$ cat src/motion_config.svh
`ifndef MOTION_CONFIG_SVH
`define MOTION_CONFIG_SVH

// image geometry
`define IMAGE_W 320
`define IMAGE_H 240

// minimum eroded pixel count before the centroid moves
`define DIFF_THRESHOLD 400

// new centroid = (old * BLEND_OLD + mean * BLEND_NEW) >> BLEND_SHIFT
`define BLEND_OLD 10
`define BLEND_NEW 6
`define BLEND_SHIFT 4

`endif
$ cat src/motion_pkg.sv
package motion_pkg;

	typedef logic [8:0]  coord_x_t;
	typedef logic [7:0]  coord_y_t;
	typedef logic [16:0] pixel_addr_t;  // y * W + x
	typedef logic [2:0]  colour_t;
	typedef logic [23:0] total_t;
	typedef logic [16:0] count_t;

	typedef enum logic [3:0] {
		WAIT_FRAME,
		READ_TOP,
		READ_MID,
		READ_BOT,
		SETTLE,    // last column bit lands
		EMIT,
		FLUSH,     // final accumulate
		DECIDE,
		CALC
	} scan_state_t;

endpackage

$ cat src/scan_fsm.sv
`timescale 1ns/1ps
`include "motion_config.svh"

module scan_fsm (
	input  logic               clock,
	input  logic               rst_n,
	input  logic               vsync_n,
	input  logic               frame_last,
	input  motion_pkg::count_t diff_count,
	input  logic               calc_done,
	output logic               fetch,
	output logic [1:0]         fetch_row,
	output logic               shift,
	output logic               step,
	output logic               clear_scan,
	output logic               calc_start,
	output logic               clear_totals
);
	import motion_pkg::*;

	scan_state_t state;
	scan_state_t state_next;
	logic        over_threshold;

	assign over_threshold = (diff_count >= count_t'(`DIFF_THRESHOLD));

	always_ff @(posedge clock) begin
		if (!rst_n) begin
			state <= WAIT_FRAME;
		end else begin
			state <= state_next;
		end
	end

	always_comb begin
		state_next = state;
		case (state)
			WAIT_FRAME: if (!vsync_n) state_next = READ_TOP;
			READ_TOP:   state_next = READ_MID;
			READ_MID:   state_next = READ_BOT;
			READ_BOT:   state_next = SETTLE;
			SETTLE:     state_next = EMIT;
			EMIT:       state_next = frame_last ? FLUSH : READ_TOP;
			FLUSH:      state_next = DECIDE;
			DECIDE:     state_next = over_threshold ? CALC : WAIT_FRAME;
			CALC:       if (calc_done) state_next = WAIT_FRAME;
			default:    state_next = WAIT_FRAME;
		endcase
	end

	always_comb begin
		case (state)
			READ_MID: fetch_row = 2'd1;
			READ_BOT: fetch_row = 2'd2;
			default:  fetch_row = 2'd0;
		endcase
	end

	assign fetch = (state == READ_TOP) || (state == READ_MID) || (state == READ_BOT);
	assign shift = (state == EMIT);
	assign step  = (state == EMIT);

	// counter sits at the origin between scans
	assign clear_scan = (state == WAIT_FRAME);

	assign calc_start = (state == DECIDE) && over_threshold;

	// drop the sums once they are used, or when too few pixels moved
	assign clear_totals = ((state == DECIDE) && !over_threshold)
		|| ((state == CALC) && calc_done);

endmodule

$ cat config.mk
export PLATFORM = sky130hd
export DESIGN_NAME = scan_fsm
export DESIGN_NICKNAME = d
export VERILOG_FILES = /design/src/motion_pkg.sv /design/src/scan_fsm.sv
export VERILOG_INCLUDE_DIRS = /design/src /design/src/src
export SDC_FILE = /design/constraint.sdc
export NUM_CORES = 1
export LEC_CHECK = 0
export ABC_CLOCK_PERIOD_IN_PS = 2150
export BUFFER_PORTS_ARGS = -buffer_cell sky130_fd_sc_hd__buf_2
export CORE_AREA = 2 2 39 41
export DETAILED_ROUTE_END_ITERATION = 8
export DIE_AREA = 0 0 41 43
export SLEW_MARGIN = 5
export SYNTH_ARGS = -nofsm -noshare
export SYNTH_HDL_FRONTEND = slang
export SYNTH_SLANG_ARGS = --single-unit
$ cat constraint.sdc
create_clock -name clock -period 2.15 [get_ports clock]
set_input_delay 0.1075 -clock clock [delete_from_list [all_inputs] [get_ports clock]]
set_output_delay 0.1075 -clock clock [all_outputs]
set_load 0.03 [all_outputs]
==> impl_metrics.json <==
{
  "min_path_type": "primary input to flop",
  "p_seq_share_pct": 34.6,
  "yosysWarnings": 0,
  "syn-cell-area_um2": 357,
  "yosysTopAreaCellShare_pct": 22.5,
  "drv_cap": 0,
  "cts_setup_buffers": 0,
  "syn_inst": 42,
  "synth_area_per_cell_um2": 8.49,
  "dieHeight_um": 43,
  "cts_hold_buf": 0,
  "cts_resized": 0,
  "avgRoutedWirePerCell_um": 9.65,
  "place_hpwl_um": 632,
  "cp.arrival_ns": 1.51,
  "drive_gt1_share_pct": 47.7,
  "largest_register_ffs": 4,
  "busiest_layer": "met2",
  "synth.area.top_cells": "dfxtp_1, a2111oi_4, buf_6",
  "htree_num_levels": 1,
  "path_clk_slew_ns": 0.03,
  "final_max_slew_viol_count": 0,
  "detail_route.first_pass.iterations": 1,
  "ir_drop_uv": 221,
  "fin_crit_sh_pct": 75.4,
  "reg_top3": "state: 4 flops",
  "final_cells": 81,
  "clock_latency_ns": 0.23,
  "start_kind": "flop",
  "place_congestion": 0.599,
  "synth_edf_count": 0,
  "synthTopCellsByCount": "dfxtp_1, nand2_1, nor4_1",
  "grt_use_met1_pct": 9.94,
  "grt_usage_pct": 9.83,
  "cp_slowest_cell": "or4_1",
  "clockBufferDepth": 2,
  "p_int_uw": 215,
  "synth_nets": 64,
  "yosysTopAreaCell": "dfxtp_1",
  "grt_pass1_vias": 324,
  "p_switching_uw": 152,
  "rows": 14,
  "ys.flop_type": "dfxtp_1",
  "diodes": 0,
  "path_class": "flop to output port",
  "post_drt_via_cell_ratio": 4.75,
  "grt_pass1_wl_um": 1190,
  "fin_nets": 89,
  "syn_to_final_growth_pct": 35.1,
  "regMostFlops": "state",
  "dp_cells": 78,
  "async_flop_share_pct": 0,
  "wl_um": 782,
  "drt-initial-drc-count": 0,
  "antenna_found_initial": 0,
  "met3_usage_pct": 3.14,
  "drc": 0,
  "die_area_mm2": 0.00176,
  "cts_tree": "done",
  "cts_buffers": 3,
  "status": "finished, final reports clean",
  "critical_path_required_ns": 2.04,
  "rsz0062_at_grt": "false",
  "cpPeakStageDelay_ns": 0.56,
  "met2_usage_pct": 16.3,
  "yosysUniqueCellTypes": 26,
  "worst_pin_slew_ns": 0.443,
  "num_vias": 385,
  "overflow": 0,
  "initial_utilization_pct": 25.8,
  "yosysSeqAreaShare_pct": 22.5,
  "switching_share_pct": 41.3,
  "clock-skew-final_ns": 0.0000486,
  "ys_ff_latch": 4,
  "max_freq_mhz": 617,
  "min_period_ns": 1.62,
  "hold_violations": 0,
  "setup_viol": 0,
  "power_leakage_uw": 0.000226,
  "crit_fanout": 13,
  "clkPwrFrac_pct": 23.7,
  "tns_ns": 0,
  "slew_headroom_pct": 70.1,
  "core_mm2": 0.00138,
  "cp-end-kind": "output port",
  "comb_power_share_pct": 41.7,
  "io_buffer_count": 25,
  "powerDensity_mw_per_mm2": 762,
  "cts_sinks": 4,
  "boundaryPins": 30,
  "cts_root_buffer": "clkbuf_4",
  "crit_chain": "or4_1 > o21ai_0 > buf_2",
  "detail-route-antenna-nets": 0,
  "grt_max_degree": 14,
  "die_x_um": 41
}
## placed cells by master, fill, tap and decap left out, types with 2 or more instances in the layout
cell | netlist | routed
buf_2 | 1 | 25
nand2_1 | 4 | 4
dfxtp_1 | 4 | 4
nor4_1 | 3 | 3
clkbuf_4 | 0 | 3
nor3_1 | 2 | 2
nor4b_1 | 2 | 2
inv_1 | 2 | 2
o21ai_0 | 2 | 2
or2b_1 | 2 | 2
a21oi_1 | 2 | 2
## path summary, 6_finish.rpt
check,start,to,slack (ns),depth (start not counted)
worst min register to register,state[0],state[2],0.66,2
worst max-delay path,state[1],clear_totals,0.53,3
worst max register to register,state[2],state[0],0.77,3
worst min-delay path,rst_n,state[3],0.13,2
## critical path: cells and delay by family, from the launching register on
kind            cells  cell delay, ns
compound gates      1            0.08
buf+inv             1            0.21
flops               1            0.43
simple gates        1            0.56
## metrics by stage
stage                     hold slack (ns)  setup WS [ns]  util [%]  power [uW]  area [um^2]
after global placement              0.364          0.772      33.2         279          459
after global routing                0.131          0.454      34.8         397          482
after detailed placement            0.359          0.761      33.2         282          459
after CTS                           0.121          0.523      34.8         374          482
final                               0.127          0.528      34.8         367          482
after floorplan                     0.241          0.217         -         252          357
## power by group through the flow
stage	logic [uW]	registers, uW	clock network (uW)
after floorplan	156	96.4	0
after global placement	153	126	0
after detailed placement	155	127	0
after CTS	155	126	92.9
after global routing	169	130	97.9
final	153	127	86.9
## routing by layer
metal	part of all wire [%]	vias to the layer above
li1	-	204
met1	43	171
met2	50	10
met3	6.9	0
met4	0	0
met5	0	-
## layout make-up
type / instances / area (um^2)
repair buffers: 25 / 125
inverters: 2 / 7.51
fillers: 152 / 902
well taps: 16 / 20.0
clock buffers: 3 / 22.5
flip-flops and latches: 4 / 80.1
multi-input cells: 31 / 226
## cells by family (layout without fill, tap and decap cells)
group	count (synthesis)	count (layout)	share of synthesized area, %
AND/OR/NAND/NOR	21	21	37.2
AO/OA/AOI/OAI	10	10	26.3
buffers and inverters	7	30	14.0
flip-flops	4	4	22.5
Power figures use the tool's default switching activity.
