===== src/motion_config.svh =====
`ifndef MOTION_CONFIG_SVH
`define MOTION_CONFIG_SVH

// image geometry
`define IMAGE_W 320
`define IMAGE_H 240

// minimum eroded pixel count before the centroid moves
`define DIFF_THRESHOLD 400

// new centroid = (old * BLEND_OLD + mean * BLEND_NEW) >> BLEND_SHIFT
`define BLEND_OLD 10
`define BLEND_NEW 6
`define BLEND_SHIFT 4

`endif

===== src/motion_pkg.sv =====
package motion_pkg;

	typedef logic [8:0]  coord_x_t;
	typedef logic [7:0]  coord_y_t;
	typedef logic [16:0] pixel_addr_t;  // y * W + x
	typedef logic [2:0]  colour_t;
	typedef logic [23:0] total_t;
	typedef logic [16:0] count_t;

	typedef enum logic [3:0] {
		WAIT_FRAME,
		READ_TOP,
		READ_MID,
		READ_BOT,
		SETTLE,    // last column bit lands
		EMIT,
		FLUSH,     // final accumulate
		DECIDE,
		CALC
	} scan_state_t;

endpackage


===== src/centroid_calc.sv =====
`timescale 1ns/1ps
`include "motion_config.svh"

module centroid_calc (
	input  logic                 clock,
	input  logic                 rst_n,
	input  logic                 calc_start,
	input  motion_pkg::total_t   x_total,
	input  motion_pkg::total_t   y_total,
	input  motion_pkg::count_t   diff_count,
	output logic                 calc_done,
	output motion_pkg::coord_x_t centroid_x,
	output motion_pkg::coord_y_t centroid_y
);
	import motion_pkg::*;

	logic     mean_valid;
	coord_x_t mean_x;
	coord_y_t mean_y;

	always_ff @(posedge clock) begin
		if (!rst_n) begin
			mean_valid <= 1'b0;
			calc_done  <= 1'b0;
		end else begin
			mean_valid <= calc_start;
			calc_done  <= mean_valid;
		end
	end

	// count is above threshold here, never zero
	always_ff @(posedge clock) begin
		if (calc_start) begin
			mean_x <= coord_x_t'(x_total / total_t'(diff_count));
			mean_y <= coord_y_t'(y_total / total_t'(diff_count));
		end
	end

	always_ff @(posedge clock) begin
		if (!rst_n) begin
			centroid_x <= '0;
			centroid_y <= '0;
		end else if (mean_valid) begin
			centroid_x <= coord_x_t'((centroid_x * `BLEND_OLD + mean_x * `BLEND_NEW)
				>> `BLEND_SHIFT);
			centroid_y <= coord_y_t'((centroid_y * `BLEND_OLD + mean_y * `BLEND_NEW)
				>> `BLEND_SHIFT);
		end
	end

endmodule


===== config.mk =====
export PLATFORM = sky130hd
export DESIGN_NAME = centroid_calc
export DESIGN_NICKNAME = d
export VERILOG_FILES = /design/src/motion_pkg.sv /design/src/centroid_calc.sv
export VERILOG_INCLUDE_DIRS = /design/src /design/src/src
export SDC_FILE = /design/constraint.sdc
export NUM_CORES = 2
export LEC_CHECK = 0
export BUFFER_PORTS_ARGS = -buffer_cell sky130_fd_sc_hd__clkbuf_2
export CORE_MARGIN = 1.5
export CORE_UTILIZATION = 45
export CTS_CLUSTER_SIZE = 25
export DETAILED_ROUTE_END_ITERATION = 7
export GPL_TIMING_DRIVEN = 0
export PLACE_DENSITY_LB_ADDON = 0.1
export SLEW_MARGIN = 20
export SYNTH_ARGS = -nofsm -noshare
export SYNTH_HDL_FRONTEND = slang
export SYNTH_SLANG_ARGS = --single-unit

===== constraint.sdc =====
create_clock -name clock -period 89.4 [get_ports clock]
set_input_delay 26.82 -clock clock [delete_from_list [all_inputs] [get_ports clock]]
set_output_delay 26.82 -clock clock [all_outputs]
set_load 0.005 [all_outputs]

==> out/metrics.yaml <==
status: "finished clean"
cts_tree: "yes"
slew_violations: 0
drt-total-wl_mm: 92.61
ys_types: 113
synth_ff_type: "dfxtp_1"
worstSetupEndpointType: "register"
gp_congestion: 0.8959
cts.clk_slew.worst_paths_ps: 50
endpoint: "mean_x[0]"
antenna_left: 0
synth_cells: 4220
cp_slowest_stage_delay_ps: 590
final_layout_size_suffix_gt1_frac: 0.1108
period_minus_slack_ps: 85150
synth_commonest_cells: "ha_1 (608), nor2_1 (406), a21oi_1 (344)"
r2r-start: "mean_x[1]"
crit_cells: 244
numPortBuffers: 84
io_pins: 86
hold-worst-slack_ps: 566.2
grt_overflow_total: 0
finalClockSkew_ps: 2.552
hpwl_mm: 76.38
crit_type: "in2reg"
crit_fanout: 10
htreeDepth: 2
drtPass1Iterations: 6
clk_latency_ps: 280
synth_edf_count: 17
rr_worst_depth: 21
hold_viol: 0
syn_nets: 4900
synth_area_per_cell_sq_um: 7.322
worstHoldPathType: "reg2reg"
numCtsBuffers: 5
worst_ep_arrival_time_ps: 85120
drc: 0
ys_ff_latch: 36
yosysSeqAreaShare: 0.02883
maxCapViolations: 0
fmax_mhz: 11.74
dr_total_vias: 31080
clock_sinks: 36
holdBufCountCts: 0
r2r-end: "centroid_x[8]"
crit_top_cell: "a21oi_1"
nets: 5011
finalCritPeriodShare: 0.9524
die_h_microns: 265.0
cpMaxStageDelayCell: "a2111oi_2"
cp_data_required_time_ps: 89370
ys_top_cells_by_area: "ha_1 (25%), mux2_2 (6.8%), xnor2_1 (5.6%), a21oi_1 (5.6%), nor2_1 (4.9%)"
cts_root_buffer: "clkbuf_16"
cts_buffer_depth: 2
tightest_slew_ps: 1006
max-slew-margin-rel: 0.3287
crit_buf_inv: 36
startpoint: "diff_count[16]"
synth.most_common_cell: "ha_1"
netlist_area_sq_um: 30900
drtIter0Drc: 1943
die_w_microns: 265.0
syn_to_final_growth_pct: 7.155
grt_pass1_vias: 29220
grt_use_total: 0.2564
start_util: 0.4577
yosysTopAreaCell: "ha_1"
ff2ff_setup_slack_ps: 85380
via_per_inst: 5.970
grt_pass1_wl_mm: 150.2
fillers: 6941
start_kind: "primary input"
setup_viol: 0
critPathTopFamily: "compound AO/OA/AOI/OAI gates"
synth_top_area_share: 0.2462
grt_max_degree: 39
rows: 95
antenna_found_initial: 2
yosys_warnings: 0
coreArea_sq_um: 67510
async_flop_share: 0
wl_per_cell_microns: 17.79
die-area_sq_um: 70250
==> per-layer routing <==
metal  up-vias  GRT usage  part of all wire  wire length (microns)
met1     14350     0.3532              0.50                  45880
met5         -          0                 0                      0
li1      16160          -                 -                      -
met2       498     0.4541              0.47                  43170
met3        70   0.007313             0.028                   2551
met4         0    0.03367             0.011                   1012
==> area by class of cell <==
cell class | count | area (sq um) | area share
plain buffers | 107 | 470.5 | 0.01421
diodes | 1 | 2.502 | 0.00007558
repair buffers | 105 | 745.7 | 0.02252
clock buffers | 7 | 153.9 | 0.004648
well taps | 873 | 1092 | 0.03299
multi-input cells | 3883 | 29010 | 0.8760
inverters | 193 | 744.5 | 0.02248
clock inverters | 1 | 5.005 | 0.0001512
flip-flops and latches | 36 | 890.9 | 0.02691
==> how the worst min path moves through the flow <==
stage,endpoint,startpoint,cells past startpoint
4_1_cts,centroid_x[8],centroid_x[8],2
6_report,centroid_x[8],centroid_x[8],2
5_1_grt,centroid_y[4],centroid_y[4],2
3_3_place_gp,centroid_x[8],centroid_x[8],2
3_5_place_dp,centroid_y[7],centroid_y[7],2
2_1_floorplan,centroid_x[8],centroid_x[8],2
==> cells in the final DEF, fill, tap and decap left out, types with 14 or more instances in the layout <==
master | netlist | final
o31ai_1 | 61 | 61
nor2b_1 | 75 | 75
a31oi_1 | 40 | 39
mux2_2 | 187 | 187
inv_1 | 183 | 169
a211oi_1 | 57 | 54
o21a_1 | 171 | 171
clkbuf_1 | 85 | 65
or3_1 | 42 | 42
nand3_1 | 81 | 81
or2_2 | 35 | 35
nor4_1 | 22 | 22
o211ai_1 | 58 | 58
nand4_1 | 47 | 47
a211o_1 | 18 | 18
a21o_1 | 121 | 121
nor2_1 | 406 | 403
nor3_1 | 160 | 159
mux2i_1 | 40 | 40
edfxtp_1 | 17 | 17
and3_1 | 27 | 27
clkbuf_2 | 0 | 108
a21boi_0 | 40 | 38
nand2b_1 | 44 | 44
dfxtp_1 | 19 | 19
buf_4 | 4 | 14
o21ai_0 | 201 | 199
and2_1 | 38 | 38
nand2_1 | 322 | 322
or4_1 | 15 | 15
o31a_1 | 15 | 15
o21bai_1 | 35 | 35
xor2_1 | 104 | 104
inv_2 | 8 | 16
a21oi_1 | 344 | 342
ha_1 | 608 | 608
xnor2_1 | 199 | 199
==> worst register-to-register path: cells and delay by family (launching register included) <==
kind | cells | cell delay [ps]
flops | 1 | 450
fa+ha+maj | 3 | 1040
simple gates | 12 | 1340
buf+inv | 1 | 80
compound gates | 5 | 1030
==> what timing repair did <==
action | 4_1_cts | 5_1_grt
gates resized for setup | 0 | 77
setup endpoints to repair | 0 | 4
setup buffers | 0 | 10
==> cells by family (layout without fill, tap and decap cells) <==
family                   count (synthesis)  after routing  share of synthesized area
AND/OR/NAND/NOR                       1366           1366                     0.2147
AO/OA/AOI/OAI                         1363           1363                     0.2980
adder cells (fa/ha/maj)                613            613                     0.2491
XOR/XNOR                               303            303                    0.08588
buffers and inverters                  301            413                    0.03790
multiplexers                           238            238                    0.08560
flip-flops                              36             36                    0.02883
other                                    0              1                          0
==> metrics by stage <==
stage	area (sq um)	instances	TNS [ps]	worst slack, ps	util
2_1_floorplan	30900	4220	0	12760	-
3_5_place_dp	32690	5188	0	586.9	0.4841
3_3_place_gp	32410	5177	-1859	-975.3	0.4801
5_1_grt	33110	5206	-15.70	-15.70	0.4904
6_report	33110	5206	0	4251	0.4904
4_1_cts	32850	5196	0	647.5	0.4865
==> flip-flops by register name, indices dropped and copies added (netlist names) <==
| name | flops |
|---|---|
| centroid_y | 8 |
| mean_y | 8 |
| calc_done | 1 |
| mean_x | 9 |
| mean_valid | 1 |
| centroid_x | 9 |
Power is not shown: default switching activity piles up to over one toggle a cycle in this logic, so the estimate is an artifact.
