`src/motion_config.svh`:
```
`ifndef MOTION_CONFIG_SVH
`define MOTION_CONFIG_SVH

// image geometry
`define IMAGE_W 320
`define IMAGE_H 240

// minimum eroded pixel count before the centroid moves
`define DIFF_THRESHOLD 400

// new centroid = (old * BLEND_OLD + mean * BLEND_NEW) >> BLEND_SHIFT
`define BLEND_OLD 10
`define BLEND_NEW 6
`define BLEND_SHIFT 4

`endif
```
`src/motion_pkg.sv`:
```
package motion_pkg;

	typedef logic [8:0]  coord_x_t;
	typedef logic [7:0]  coord_y_t;
	typedef logic [16:0] pixel_addr_t;  // y * W + x
	typedef logic [2:0]  colour_t;
	typedef logic [23:0] total_t;
	typedef logic [16:0] count_t;

	typedef enum logic [3:0] {
		WAIT_FRAME,
		READ_TOP,
		READ_MID,
		READ_BOT,
		SETTLE,    // last column bit lands
		EMIT,
		FLUSH,     // final accumulate
		DECIDE,
		CALC
	} scan_state_t;

endpackage

```
`src/window_filter.sv`:
```
`timescale 1ns/1ps
`include "motion_config.svh"

module window_filter (
	input  logic                    clock,
	input  logic                    rst_n,
	input  logic                    fetch,
	input  logic [1:0]              fetch_row,
	input  logic                    shift,
	input  logic                    clear_totals,
	input  motion_pkg::coord_x_t    scan_x,
	input  motion_pkg::coord_y_t    scan_y,
	input  logic                    diff_rd_data,
	output motion_pkg::pixel_addr_t diff_rd_addr,
	output logic                    plot,
	output motion_pkg::coord_x_t    plot_x,
	output motion_pkg::coord_y_t    plot_y,
	output logic                    plot_colour,
	output motion_pkg::total_t      x_total,
	output motion_pkg::total_t      y_total,
	output motion_pkg::count_t      diff_count
);
	import motion_pkg::*;

	logic       fetch_d;
	logic [1:0] row_d;
	logic [2:0] new_col;      // bit n is row y+n
	logic [2:0] win [0:2];    // oldest column first

	assign diff_rd_addr = pixel_addr_t'((scan_y + fetch_row) * `IMAGE_W + scan_x);

	always_ff @(posedge clock) begin
		if (!rst_n) begin
			fetch_d <= 1'b0;
			plot    <= 1'b0;
		end else begin
			fetch_d <= fetch;
			plot    <= shift && (scan_x >= coord_x_t'(2)); // need three columns
		end
	end

	always_ff @(posedge clock) begin
		row_d <= fetch_row;
		if (fetch_d) begin
			new_col[row_d] <= diff_rd_data;
		end
		if (shift) begin
			win[0] <= win[1];
			win[1] <= win[2];
			win[2] <= new_col;
			plot_x <= scan_x - 1'b1; // centre of the window
			plot_y <= scan_y + 1'b1;
		end
	end

	// erosion
	assign plot_colour = &{win[0], win[1], win[2]};

	always_ff @(posedge clock) begin
		if (!rst_n || clear_totals) begin
			x_total    <= '0;
			y_total    <= '0;
			diff_count <= '0;
		end else if (plot && plot_colour) begin
			x_total    <= x_total + total_t'(plot_x);
			y_total    <= y_total + total_t'(plot_y);
			diff_count <= diff_count + 1'b1;
		end
	end

endmodule

```
`config.mk`:
```
export PLATFORM = sky130hd
export DESIGN_NAME = window_filter
export DESIGN_NICKNAME = d
export VERILOG_FILES = /design/src/motion_pkg.sv /design/src/window_filter.sv
export VERILOG_INCLUDE_DIRS = /design/src /design/src/src
export SDC_FILE = /design/constraint.sdc
export NUM_CORES = 1
export LEC_CHECK = 0
export BUFFER_PORTS_ARGS = -buffer_cell sky130_fd_sc_hd__buf_2
export CAP_MARGIN = 25
export CORE_MARGIN = 4
export CORE_UTILIZATION = 55
export CTS_CLUSTER_SIZE = 30
export DETAILED_ROUTE_END_ITERATION = 8
export PLACE_DENSITY_LB_ADDON = 0.2
export SYNTH_ARGS = -nofsm -noshare
export SYNTH_HDL_FRONTEND = slang
export SYNTH_SLANG_ARGS = --single-unit
```
`constraint.sdc`:
```
create_clock -name clock -period 3.88 [get_ports clock]
set_input_delay 0.194 -clock clock [delete_from_list [all_inputs] [get_ports clock]]
set_output_delay 0.194 -clock clock [all_outputs]
set_load 0.01 [all_outputs]
```
==> impl_metrics.py <==
metrics = {
    "sta": {
        "finalClockSkew_ns": 0.01283,
        "clock.fmax_ghz": 0.2800,
        "finalSetupViolCount": 0,
        "min_period_ns": 3.571,
        "setup-tns-final_ns": 0,
        "min_period_over_period_pct": 92.04,
        "rsz0062_at_grt": "no",
        "finalHoldViolCount": 0,
        "drv_slew": 0,
        "tightestPinTransition_ns": 0.8038,
        "max_slew_margin_pct": 46.18,
    },
    "synth": {
        "synth.mux.area_fraction_pct": 1.226,
        "synth-compound-area-share_pct": 13.31,
        "yosysUniqueCellTypes": 62,
        "ys_warn_count": 0,
        "synthAdderAreaFrac_pct": 10.07,
        "avgSynthCellArea_um2": 9.231,
        "synth_fp_nets": 687,
        "seq_area_frac_synth_pct": 39.41,
        "yosys.area.top_type": "dfxtp_1",
        "synth_xor_area_share_pct": 8.211,
        "synthCells": 619,
        "synth_edf_count": 29,
        "yosys.area_share.simple_pct": 23.67,
        "synthArstFlopShare_pct": 0,
        "synth_top_family_by_area": "simple AND/OR/NAND/NOR gates",
        "synth.cell_area_um2": 5714,
        "synth.area.top_cells": "dfxtp_1 24%, edfxtp_1 15%, ha_1 8.3%, xor2_1 4.3%, nand2_1 3.9%",
        "ys.flop_type": "dfxtp_1",
        "ys_seq_elements": 98,
        "synth_top_cell_area_share_pct": 24.17,
    },
    "drt": {
        "drt_first_iter_violations": 293,
        "drt-wirelength-per-cell_um": 15.15,
        "drc": 0,
        "viasPerCell": 5.809,
        "drt-total-wl_mm": 13.22,
        "vias": 5071,
        "ant_nets": 0,
        "drt_pre_antenna_iters": 5,
    },
    "worst_setup_path": {
        "worstSetupStartpoint": "scan_y[1]",
        "cp.required_ns": 3.69,
        "ff2ff_setup_slack_ns": 1.26,
        "r2r_end": "y_total[22]",
        "r2r_cells": 9,
        "crit_type": "primary input to output port",
        "worstSetupStartpointType": "primary input",
        "r2r-start": "y_total[0]",
        "crit_fanout": 6,
        "critPathCapture": "diff_rd_addr[16]",
        "critPathArrivalTime_ns": 3.38,
        "end_kind": "output port",
    },
    "die": {
        "core_um2": 9955,
        "die_x_um": 109.9,
        "dieArea_um2": 12080,
        "rows": 36,
        "initial_core_util_pct": 57.40,
        "io_pins": 126,
        "die_h_um": 109.9,
    },
    "layout": {
        "nets": 803,
        "fin_cells": 873,
        "multi_input_area_um2": 3233,
        "drive_gt1_share_pct": 21.49,
        "seq_area_um2": 2252,
        "n_antenna_cell": 0,
        "syn2layout_area_growth_pct": 15.83,
        "fill_cells": 838,
    },
    "global_routing": {
        "grt_pass1_vias": 4833,
        "grt_max_degree": 36,
        "track_usage_pct": 22.52,
        "grt_pass1_wl_mm": 21.84,
        "antenna_found_initial": 0,
        "overflow": 0,
    },
    "run_status": {
        "status": "finished clean",
    },
    "cts": {
        "cts.sinks": 98,
        "clkSlewWorstSetupHoldPaths_ns": 0.09,
        "clk_latency_ns": 0.37,
        "cts_tree": "yes",
        "ctsHoldBuffers": 2,
        "numCtsBuffers": 9,
        "h-tree-depth": 3,
        "cts_buffer_depth": 2,
        "root_buffer": "clkbuf_8",
        "ctsResizeCount": 0,
        "postCtsSetupBuffers": 0,
    },
    "place": {
        "gp_congestion": 0.8744,
        "post-place-cells": 855,
        "io_buffers": 125,
        "hpwlAfterDp_mm": 10.07,
    },
    "power": {
        "p_leak_uw": 0.002834,
        "finalPower_uw": 2171,
        "ir_drop_mv": 0.2411,
        "cellPowerDensity_nw_per_um2": 328.1,
    },
    "worst_hold_path": {
        "hp-class": "primary input to register",
    },
    "flow_run": {
        "cap_violations": 0,
    },
}
-- stage by stage --
step                      area, um^2  util [%]  setup slack, ns  hold WS, ns
final                           6619     66.49           0.3088      0.03179
after global routing            6619     66.49          0.04304      0.01480
after CTS                       6619     66.49           0.3255      0.01727
after detailed placement        6405     64.34           0.3256       0.3171
after global placement          6405     64.34           0.4787       0.3189
after floorplan                 5714         -           0.8061       0.2217
-- state kept, by name (all words and copies together) (netlist names) --
signal / cells
x_total: 24
y_total: 24
diff_count: 17
plot_x: 9
win: 9
plot_y: 8
new_col: 3
row_d: 2
fetch_d: 1
plot: 1
-- cells in the final DEF (no fill, tap or decap), drive strengths merged, types with 3 or more instances in the layout --
cell and instances:
buf 131, dfxtp 69, nand2 61, nor2 46
ha 38, a21oi 37, o21ai 31, nand3 30
edfxtp 29, xor2 28, xnor2 23, inv 22
nand4 19, nor3 12, or4 11, o211ai 10
or3 10, clkbuf 10, and4 10, and2 9
nand2b 9, mux2i 7, nor3b 7, and3 7
a21o 6, a211oi 6, nor2b 6, a31oi 6
o31ai 5, fa 5, nor4 5, clkinv 5
and3b 3, a21boi 3
-- final cells by class --
type | count | share of cell area (%)
Clock buffer | 10 | 2.079
Clock inverter | 6 | 0.8507
Inverter | 22 | 1.248
Multi-Input combinational cell | 471 | 48.85
Sequential cell | 98 | 34.03
Tap cell | 133 | 2.514
Timing Repair Buffer | 133 | 10.43
-- critical path: stages --
cell	delay (ns)
buf_2	0.14
ha_1	0.29
a21o_1	0.21
nand4_1	0.13
xor2_1	0.28
inv_1	0.08
ha_1	0.32
ha_1	0.25
a211oi_1	0.39
nor2_1	0.12
xor2_1	0.30
nand3_1	0.18
nor3b_2	0.23
xnor2_1	0.13
buf_2	0.14
-- per-layer routing --
| metal | vias to the layer above | GRT usage [%] | share of wire, % |
|---|---|---|---|
| li1 | 2483 | - | - |
| met1 | 2398 | 28.00 | 42 |
| met2 | 169 | 38.47 | 49 |
| met3 | 21 | 4.580 | 6.9 |
| met4 | 0 | 8.281 | 1.7 |
| met5 | - | 0 | 0 |
-- synth_stat cells (all sizes together) (10+ instances only) --
library cell,count
a21oi,37
and4,10
buf,16
clkbuf,12
dfxtp,69
edfxtp,29
ha,38
inv,22
nand2,61
nand3,30
nand4,19
nor2,46
nor3,12
o211ai,10
o21ai,31
or3,10
or4,11
xnor2,23
xor2,28
-- power breakdown --
group	internal, uW	switching [uW]
Clock	311	346
Combinational	176	243
Sequential	1080	16.0
Total	1570	605
-- worst min-delay path by stage --
stage,end,start,cells after the start,slack [ns]
global route,new_col[2],diff_rd_data,1,0.01
floorplan,row_d[0],fetch_row[0],0,0.22
finish,fetch_d,fetch,2,0.03
global placement,row_d[0],fetch_row[0],1,0.32
CTS,new_col[2],diff_rd_data,1,0.02
detailed placement,row_d[0],fetch_row[0],1,0.32
-- kinds of logic (layout without fill, tap and decap cells) --
family / Yosys count / after routing
and+or+nand+nor: 248 / 248
AOI/OAI and AO/OA: 121 / 121
adders and majority gates: 43 / 43
muxes: 7 / 7
DFF: 98 / 98
buffers and inverters: 50 / 171
xor gates and xnor gates: 52 / 52
No activity file was read; power rests on OpenSTA's default activity.
