===== src/motion_config.svh =====
`ifndef MOTION_CONFIG_SVH
`define MOTION_CONFIG_SVH

// image geometry
`define IMAGE_W 320
`define IMAGE_H 240

// minimum eroded pixel count before the centroid moves
`define DIFF_THRESHOLD 400

// new centroid = (old * BLEND_OLD + mean * BLEND_NEW) >> BLEND_SHIFT
`define BLEND_OLD 10
`define BLEND_NEW 6
`define BLEND_SHIFT 4

`endif

===== src/motion_pkg.sv =====
package motion_pkg;

	typedef logic [8:0]  coord_x_t;
	typedef logic [7:0]  coord_y_t;
	typedef logic [16:0] pixel_addr_t;  // y * W + x
	typedef logic [2:0]  colour_t;
	typedef logic [23:0] total_t;
	typedef logic [16:0] count_t;

	typedef enum logic [3:0] {
		WAIT_FRAME,
		READ_TOP,
		READ_MID,
		READ_BOT,
		SETTLE,    // last column bit lands
		EMIT,
		FLUSH,     // final accumulate
		DECIDE,
		CALC
	} scan_state_t;

endpackage


===== src/scan_counter.sv =====
`timescale 1ns/1ps
`include "motion_config.svh"

module scan_counter (
	input  logic                 clock,
	input  logic                 rst_n,
	input  logic                 clear,
	input  logic                 step,
	output motion_pkg::coord_x_t scan_x,
	output motion_pkg::coord_y_t scan_y,
	output logic                 frame_last
);
	import motion_pkg::*;

	logic x_end;
	logic y_end;

	assign x_end = (scan_x == coord_x_t'(`IMAGE_W - 1));
	assign y_end = (scan_y == coord_y_t'(`IMAGE_H - 3)); // window top row limit
	assign frame_last = x_end && y_end;

	always_ff @(posedge clock) begin
		if (!rst_n || clear) begin
			scan_x <= '0;
			scan_y <= '0;
		end else if (step) begin
			if (x_end) begin
				scan_x <= '0;
				scan_y <= y_end ? '0 : scan_y + 1'b1;
			end else begin
				scan_x <= scan_x + 1'b1;
			end
		end
	end

endmodule


===== config.mk =====
export PLATFORM = sky130hd
export DESIGN_NAME = scan_counter
export DESIGN_NICKNAME = d
export VERILOG_FILES = /design/src/motion_pkg.sv /design/src/scan_counter.sv
export VERILOG_INCLUDE_DIRS = /design/src /design/src/src
export SDC_FILE = /design/constraint.sdc
export NUM_CORES = 1
export LEC_CHECK = 0
export CORE_MARGIN = 5
export CORE_UTILIZATION = 30
export DETAILED_ROUTE_END_ITERATION = 8
export DONT_BUFFER_PORTS = 1
export HOLD_SLACK_MARGIN = 0.03
export SYNTH_ARGS = -nofsm -noshare
export SYNTH_HDL_FRONTEND = slang
export SYNTH_SLANG_ARGS = --single-unit

===== constraint.sdc =====
create_clock -name clock -period 2.74 [get_ports clock]
set_input_delay 0.548 -clock clock [delete_from_list [all_inputs] [get_ports clock]]
set_output_delay 0.548 -clock clock [all_outputs]
set_load 0.02 [all_outputs]

==> results.toml, run 1 <==
[detailed_routing]
vias = 740
drt_iter0_markers = 54
drtAntennaViolNets = 0
firstDrtPassIters = 4
wl_per_cell_um = 14.1
viasPerCell = 5.48
finalWirelength_mm = 1.90
drc = 0

[clock_tree]
clock_sinks = 17
numCtsBuffers = 3
htreeDepth = 1
cts_setup_buffers = 0
clkSlewWorstSetupHoldPaths_ps = 100
cts_tree = "yes"
ctsHoldBuffers = 0
root_buffer = "clkbuf_4"
insertion_delay_ps = 290
postCtsResizedCells = 0
clock_path_buffers = 2

[synth]
synth-async-reset-ratio_pct = 0
synth_warnings = 0
synth_cell_type_count = 30
netlist.area_leader.share_pct = 40.2
yosys.area.top_type = "dfxtp_1"
synth_flop_cell = "dfxtp_1"
synthesis.nets = 106
syn_inst = 99
syn_area_um2 = 847
synth_seq_cells = 17
synth-edff-count = 0
syn_area_per_cell_um2 = 8.56
synthTopCellsByArea = "dfxtp_1 (40%), nor2_1 (6.6%), a32o_1 (5.9%), ha_1 (4.4%), xnor2_1 (4.1%)"
ys_seq_area_share_pct = 40.2

[run]
max_cap_viol_count = 0

[timing]
max_slew.worst_pin.slew_ps = 481
relSlewSlack_pct = 67.9
finalCritPeriodShare_pct = 86.2
setup_viol = 0
hold_viol_final = 0
skew_ps = 0.463
drv_slew = 0
fmax_ghz = 0.423
hold_ws_ps = 403
fin_tns_setup_ps = 0
finalCriticalPeriod_ps = 2360
rsz0062_at_grt = "false"

[global_route]
grt_pass1_wl_mm = 3.21
grt_overflow = 0
grtUsageTotal_pct = 9.81
use_met1_pct = 11.6
grtUsageMet2_pct = 14.1
grt_pass1_vias = 727
grt_max_degree = 12
use_met3_pct = 7.64
busiest_layer = "met2"
grt_antenna_before_repair = 0

[finish]
layout.nets = 112
n_fill_cell = 272
fin_util_pct = 33.9
final_common_cell = "dfxtp_1"
final_cells = 135
drive_gt1_share_pct = 10.6
syn_to_final_growth_pct = 9.45
layout_common_cells = "dfxtp_1 (17), nor2_1 (15), nand2_1 (8), o21ai_0 (6), a32o_1 (5)"
diodes = 0

[power]
pwr-share-comb_pct = 2.4
pwr-share-clk_pct = 34.5
leakagePower_nw = 0.281
p_per_area_nw_per_um2 = 429
pwr-share-seq_pct = 63.0
internal_power_mw = 0.305
peakVddDrop_mv = 0.261
p_sw_mw = 0.0924
switching_share_pct = 23.2
power_mw = 0.398

[worst_setup_path]
critPathBufInv = 1
worstRegToRegCells = 5
worstPathCellList = "ha_1 > nand2_1 > nor3_1 > buf_4 > and4_1"
r2r-end = "scan_y[4]$_SDFFE_PP0P_"
r2r_slack_ps = 520
path_depth = 5
r2r-start = "scan_x[0]$_SDFFE_PP0P_"
crit_family = "flip-flops"
max_stage_delay_ps = 590
cp.arrival_ps = 1810
critical_path_class = "reg2out"
worst_path_max_delay_cell = "dfxtp_1"
cp-start-kind = "flip-flop"
end_kind = "primary output"
cp.required_ps = 2190
cp_max_fo = 10

[min_path]
worstHoldStart = "step"
min_path_type = "in2reg"
min_to = "scan_x[0]$_SDFFE_PP0P_"
min_path_cells = 2

[run_status]
status = "finished, final reports clean"

[floorplan]
core_area_um2 = 2730
row_count = 19
fp.dieH_um = 63.1
initial_core_util_pct = 31.0
ios = 22
dieWidth_um = 63.1
die-area_um2 = 3990

[placement]
place_hpwl_mm = 1.38
gp_congestion = 0.746
port_buffers = 0
post-place-cells = 131
power by group through the flow:
| stage | registers, mW | logic (mW) | clock network (mW) |
|---|---|---|---|
| final | 0.251 | 0.00968 | 0.137 |
| after global routing | 0.251 | 0.0106 | 0.156 |
| after CTS | 0.251 | 0.00968 | 0.143 |
| after detailed placement | 0.256 | 0.00967 | 0 |
| after global placement | 0.256 | 0.00933 | 0 |
| after floorplan | 0.256 | 0.00962 | 0 |
cells by family (layout without fill, tap and decap cells):
group | after synthesis | in the layout | synth area share, %
buffers and inverters | 5 | 10 | 2.81
xor gates and xnor gates | 7 | 7 | 7.24
muxes | 1 | 1 | 1.18
and+or+nand+nor | 49 | 49 | 30.0
adders and majority gates | 3 | 3 | 4.43
AOI/OAI and AO/OA | 17 | 17 | 14.2
DFF | 17 | 17 | 40.2
flip-flops by register name, indices dropped and copies added, names as in the netlist:
name / count
scan_x: 9
scan_y: 8
Yosys cell counts (2+ instances only):
library cell / number
inv_1: 2
xor2_1: 3
nand2_1: 8
a21oi_1: 3
nor3b_1: 2
a32o_1: 5
nand4_1: 3
o21ai_0: 6
xnor2_1: 4
nor3_1: 3
nand3_1: 3
or4_1: 2
nor2_1: 15
nand2b_1: 3
nor4_1: 4
ha_1: 3
dfxtp_1: 17
final cells by class:
class | instances | area [µm²] | share of cell area, %
multi-input cells | 77 | 483 | 52.1
flip-flops and latches | 17 | 340 | 36.7
well taps | 31 | 38.8 | 4.18
repair buffers | 4 | 30.0 | 3.24
clock buffers | 3 | 22.5 | 2.43
inverters | 2 | 7.51 | 0.810
clock inverters | 1 | 5.00 | 0.540
stage by stage:
stage	worst slack, ps	instance area [µm²]
after floorplan	623	847
after global placement	619	900
after detailed placement	578	900
after CTS	357	927
after global routing	217	927
final	378	927
worst max-delay path by stage:
stage	startpoint	slack, ps	to
detailed placement	scan_x[0]$_SDFFE_PP0P_	580	scan_y[4]$_SDFFE_PP0P_
global placement	scan_x[0]$_SDFFE_PP0P_	620	scan_y[4]$_SDFFE_PP0P_
floorplan	scan_y[0]$_SDFFE_PP0P_	620	frame_last
global route	scan_y[0]$_SDFFE_PP0P_	220	frame_last
finish	scan_y[0]$_SDFFE_PP0P_	380	frame_last
CTS	scan_y[0]$_SDFFE_PP0P_	360	frame_last
per-layer routing:
layer	wire [µm]	up-vias	share of wire, %
li1	-	373	-
met3	268	0	14
met5	0	-	0
met1	851	337	45
met4	0	0	0
met2	785	30	41
Note: power is estimated with default switching activity, not from simulation.
==> run 2, diff against run 1 <==
--- a/config.mk
+++ b/config.mk
@@ -6,8 +6,9 @@
 export SDC_FILE = /design/constraint.sdc
 export NUM_CORES = 1
 export LEC_CHECK = 0
+export ABC_CLOCK_PERIOD_IN_PS = 2740
 export CORE_MARGIN = 5
-export CORE_UTILIZATION = 30
+export CORE_UTILIZATION = 38
 export DETAILED_ROUTE_END_ITERATION = 8
 export DONT_BUFFER_PORTS = 1
 export HOLD_SLACK_MARGIN = 0.03
==> run 2 against run 1 <==
  * Count of clock-buffer cells in the layout grew 1
  * Clock skew barely moved
  * Highest routed layer is now met4
  * First-iteration DRC count down 80%
  * Setup slack better by 31 ps
  * Total power shrank 2.0%
  * Register-to-register slack hardly changed
==> results.toml, run 2 (synthesized netlist as in run 1, its figures left out) <==
[clock_tree]
postCtsResizedCells = 0
numCtsBuffers = 3
htreeDepth = 1
root_buffer = "clkbuf_4"
cts_tree = "yes"
clock_path_buffers = 2
cts_setup_buffers = 0
clkSlewWorstSetupHoldPaths_ps = 90
clock_sinks = 17
insertion_delay_ps = 280
ctsHoldBuffers = 0

[timing]
relSlewSlack_pct = 67.7
skew_ps = 0.826
fin_tns_setup_ps = 0
finalCritPeriodShare_pct = 85.1
drv_slew = 0
fmax_ghz = 0.429
setup_viol = 0
hold_viol_final = 0
max_slew.worst_pin.slew_ps = 484
rsz0062_at_grt = "false"
finalCriticalPeriod_ps = 2330

[worst_setup_path]
cp-start-kind = "flip-flop"
cp_max_fo = 10
cp.arrival_ps = 1780
critical_path_class = "reg2out"
end_kind = "primary output"
cp.required_ps = 2190
worstRegToRegCells = 5

[detailed_routing]
drtAntennaViolNets = 0
viasPerCell = 5.76
drt_iter0_markers = 11
vias = 755
firstDrtPassIters = 4
wl_per_cell_um = 14.3
finalWirelength_mm = 1.88
drc = 0

[finish]
final_cells = 131
n_fill_cell = 237
largest_reg_flops = 9
diodes = 0
syn_to_final_growth_pct = 7.98
top_regs = "scan_x (9), scan_y (8)"
layout.nets = 111
final_common_cell = "dfxtp_1"
layout_common_cells = "dfxtp_1 (17), nor2_1 (15), nand2_1 (8), o21ai_0 (6), a32o_1 (5)"
fin_util_pct = 42.2
largest_register = "scan_x"
drive_gt1_share_pct = 8.74

[placement]
place_hpwl_mm = 1.40
gp_congestion = 0.798
post-place-cells = 127
port_buffers = 0

[floorplan]
die-area_um2 = 3270
initial_core_util_pct = 39.0
dieWidth_um = 57.2
core_area_um2 = 2170
row_count = 17
fp.dieH_um = 57.2
ios = 22

[run]
max_cap_viol_count = 0

[global_route]
grt_overflow = 0
grt_pass1_vias = 702
grt_pass1_wl_mm = 3.22
grtUsageTotal_pct = 12.5
grt_antenna_before_repair = 0
grt_max_degree = 12

[min_path]
min_path_type = "in2reg"
min_path_cells = 2

[power]
leakagePower_nw = 0.273
peakVddDrop_mv = 0.227
p_per_area_nw_per_um2 = 426

[run_status]
status = "finished, final reports clean"
## run 2: cell count changes in the layout (fill, tap and decap cells not counted), sizes merged
cell | before | now
clkinv | 1 | 0
buf | 4 | 3
clkbuf | 3 | 4
## run 2: critical path, stage by stage, from the launching register on
cell and delay [ps]:
dfxtp_1 580, ha_1 220, nand2_1 50, nor3_1 140, buf_4 190, and4_1 330
## run 2: cell type report
| class | count | area (µm²) | share of cell area [%] |
|---|---|---|---|
| Clock buffer | 4 | 26.3 | 2.87 |
| Inverter | 2 | 7.51 | 0.821 |
| Multi-Input combinational cell | 77 | 483 | 52.8 |
| Sequential cell | 17 | 340 | 37.2 |
| Tap cell | 28 | 35.0 | 3.83 |
| Timing Repair Buffer | 3 | 22.5 | 2.46 |
## run 2: metal layers
metal	wire length [µm]	GRT usage (%)
met1	803	14.5
met5	0	0
met2	831	19.1
met3	227	5.66
met4	15	6.95
## run 2: worst paths after layout
check | slack, ps | start | end
worst max-delay path | 410 | scan_y[0]$_SDFFE_PP0P_ | frame_last
worst min-delay path | 420 | step | scan_x[0]$_SDFFE_PP0P_
worst max register to register | 520 | scan_x[0]$_SDFFE_PP0P_ | scan_y[4]$_SDFFE_PP0P_
worst min register to register | 650 | scan_x[1]$_SDFFE_PP0P_ | scan_x[1]$_SDFFE_PP0P_
## run 2: where the power goes
group          internal, mW  switching [mW]
clock                0.0565          0.0732
combinational       0.00302         0.00659
sequential            0.248         0.00258
total                 0.307          0.0823
## run 2: through the flow
stage / worst slack (ps) / cell area (µm²) / hold WS [ps] / power, mW
finish: 409 / 915 / 417 / 0.390
global route: 258 / 915 / 431 / 0.410
CTS: 386 / 915 / 406 / 0.400
detailed placement: 547 / 888 / 642 / 0.266
global placement: 603 / 888 / 631 / 0.266
floorplan: 623 / 847 / 570 / 0.266
==> run 3, diff against run 2 <==
--- a/config.mk
+++ b/config.mk
@@ -12,6 +12,7 @@
 export DETAILED_ROUTE_END_ITERATION = 8
 export DONT_BUFFER_PORTS = 1
 export HOLD_SLACK_MARGIN = 0.03
+export REMOVE_ABC_BUFFERS = 1
 export SYNTH_ARGS = -nofsm -noshare
 export SYNTH_HDL_FRONTEND = slang
 export SYNTH_SLANG_ARGS = --single-unit
==> constraint.sdc (replaced) <==
create_clock -name clock -period 2.74 [get_ports clock]
set_input_delay 0.411 -clock clock [delete_from_list [all_inputs] [get_ports clock]]
set_output_delay 0.411 -clock clock [all_outputs]
set_load 0.02 [all_outputs]
==> run 3 against run 2 <==
  * Via count shrank 3.4%
  * Critical path depth stayed put
  * Routed wire length grew 0.80%
  * Clock skew up 8.4 ps
  * Clock power rose by 8%
  * First-iteration DRC count increased by 91%
  * Critical endpoint is now scan_y[4]$_SDFFE_PP0P_
  * Total power rose by 2.6%
  * Count of clock-buffer cells in the layout stayed put
  * Register-to-register slack hardly changed
==> results.toml, run 3 (synthesized netlist as in run 1, its figures left out) <==
[worst_setup_path]
critical_path.startpoint = "scan_x[0]$_SDFFE_PP0P_"
r2r-end = "scan_y[4]$_SDFFE_PP0P_"
r2r_slack_ps = 510
cp.arrival_ps = 2460
critical_path_class = "reg2reg"
worstPathCellList = "ha_1 > nand3_1 > or4_1 > or4_1 > a21oi_1"
worst_path_max_delay_cell = "or4_1"
cp-start-kind = "flip-flop"
worstRegToRegCells = 5
cp_max_fo = 8
crit_family = "simple AND/OR/NAND/NOR gates"
critPathBufInv = 0
r2r-start = "scan_x[0]$_SDFFE_PP0P_"
end_kind = "flip-flop"
cp.required_ps = 2970
cpMostUsedCell = "or4_1"
max_stage_delay_ps = 570

[power]
power_mw = 0.400
peakVddDrop_mv = 0.246
p_per_area_nw_per_um2 = 441
leakagePower_nw = 0.267

[placement]
place_hpwl_mm = 1.38
port_buffers = 0
dp_slack_ps = 511
place_area_um2 = 881
gp_congestion = 0.757
post-place-cells = 126

[detailed_routing]
firstDrtPassIters = 4
drt_iter0_markers = 21
vias = 729
finalWirelength_mm = 1.89
drtAntennaViolNets = 0
drc = 0
viasPerCell = 5.61
wl_per_cell_um = 14.6

[finish]
final_cells = 130
fin_util_pct = 41.8
final_common_cell = "dfxtp_1"
layout.nets = 110
n_fill_cell = 238
top_regs = "scan_x (9), scan_y (8)"
multi_input_area_um2 = 483
diodes = 0
drive_gt1_share_pct = 7.84
largest_reg_flops = 9
layout_common_cells = "dfxtp_1 (17), nor2_1 (15), nand2_1 (8), o21ai_0 (6), a32o_1 (5)"
largest_register = "scan_x"
syn_to_final_growth_pct = 7.09
fin_area_um2 = 907
seqCellArea_um2 = 340

[global_route]
grtUsageTotal_pct = 12.4
grt_pass1_wl_mm = 3.28
grt_antenna_before_repair = 0
grt_max_degree = 12
grt_overflow = 0
grt_pass1_vias = 738

[clock_tree]
ctsHoldBuffers = 0
cts_tree = "yes"
root_buffer = "clkbuf_4"
insertion_delay_ps = 290
clkSlewWorstSetupHoldPaths_ps = 110
clock_path_buffers = 2
clock_sinks = 17
numCtsBuffers = 3
htreeDepth = 1
postCtsResizedCells = 0
cts_setup_buffers = 0

[floorplan]
die-area_um2 = 3270
dieWidth_um = 57.2
row_count = 17
ios = 22
fp.dieH_um = 57.2
core_area_um2 = 2170
initial_core_util_pct = 39.0

[timing]
drv_slew = 0
finalCritPeriodShare_pct = 81.4
hold_viol_final = 0
relSlewSlack_pct = 70.0
skew_ps = 9.18
setup_viol = 0
fmax_ghz = 0.448
rsz0062_at_grt = "false"
max_slew.worst_pin.slew_ps = 449
fin_tns_setup_ps = 0
hold_ws_ps = 275
setup_slack_ps = 510
finalCriticalPeriod_ps = 2230

[min_path]
worstHoldStart = "step"
min_to = "scan_x[0]$_SDFFE_PP0P_"
min_path_type = "in2reg"
min_path_cells = 2

[run]
max_cap_viol_count = 0

[run_status]
status = "finished, final reports clean"
## run 3: worst max-delay path by stage
| stage | cells after the start | end | slack, ps |
|---|---|---|---|
| 3_5_place_dp | 5 | scan_y[4]$_SDFFE_PP0P_ | 510 |
| 3_3_place_gp | 5 | scan_y[4]$_SDFFE_PP0P_ | 600 |
| 5_1_grt | 5 | scan_y[4]$_SDFFE_PP0P_ | 330 |
| 6_report | 5 | scan_y[4]$_SDFFE_PP0P_ | 510 |
| 2_1_floorplan | 5 | scan_y[4]$_SDFFE_PP0P_ | 690 |
| 4_1_cts | 4 | frame_last | 470 |
## run 3: per-layer routing
metal  vias up  track usage, %  routed length (µm)  share of wire, %
li1        364               -                   -                 -
met1       340            13.3                 758                40
met2        23            22.3                 957                51
met3         2            5.20                 161               8.5
met4         0            2.98                  14              0.74
met5         -               0                   0                 0
## run 3: area by class of cell
| class | count | area share [%] |
|---|---|---|
| flip-flops and latches | 17 | 37.5 |
| repair buffers | 2 | 1.66 |
| multi-input cells | 77 | 53.2 |
| inverters | 2 | 0.828 |
| well taps | 28 | 3.86 |
| clock buffers | 4 | 2.90 |
## run 3: worst reg2reg max path: stages, from the launching register on
cell     delay, ps
dfxtp_1        520
ha_1           270
nand3_1        160
or4_1          570
or4_1          510
a21oi_1        140
## run 3: where the power goes
| group | leakage, nW | internal [mW] | switching [mW] |
|---|---|---|---|
| clock network | 0.0150 | 0.0566 | 0.0831 |
| registers | 0.137 | 0.248 | 0.00264 |
| logic | 0.115 | 0.00305 | 0.00641 |
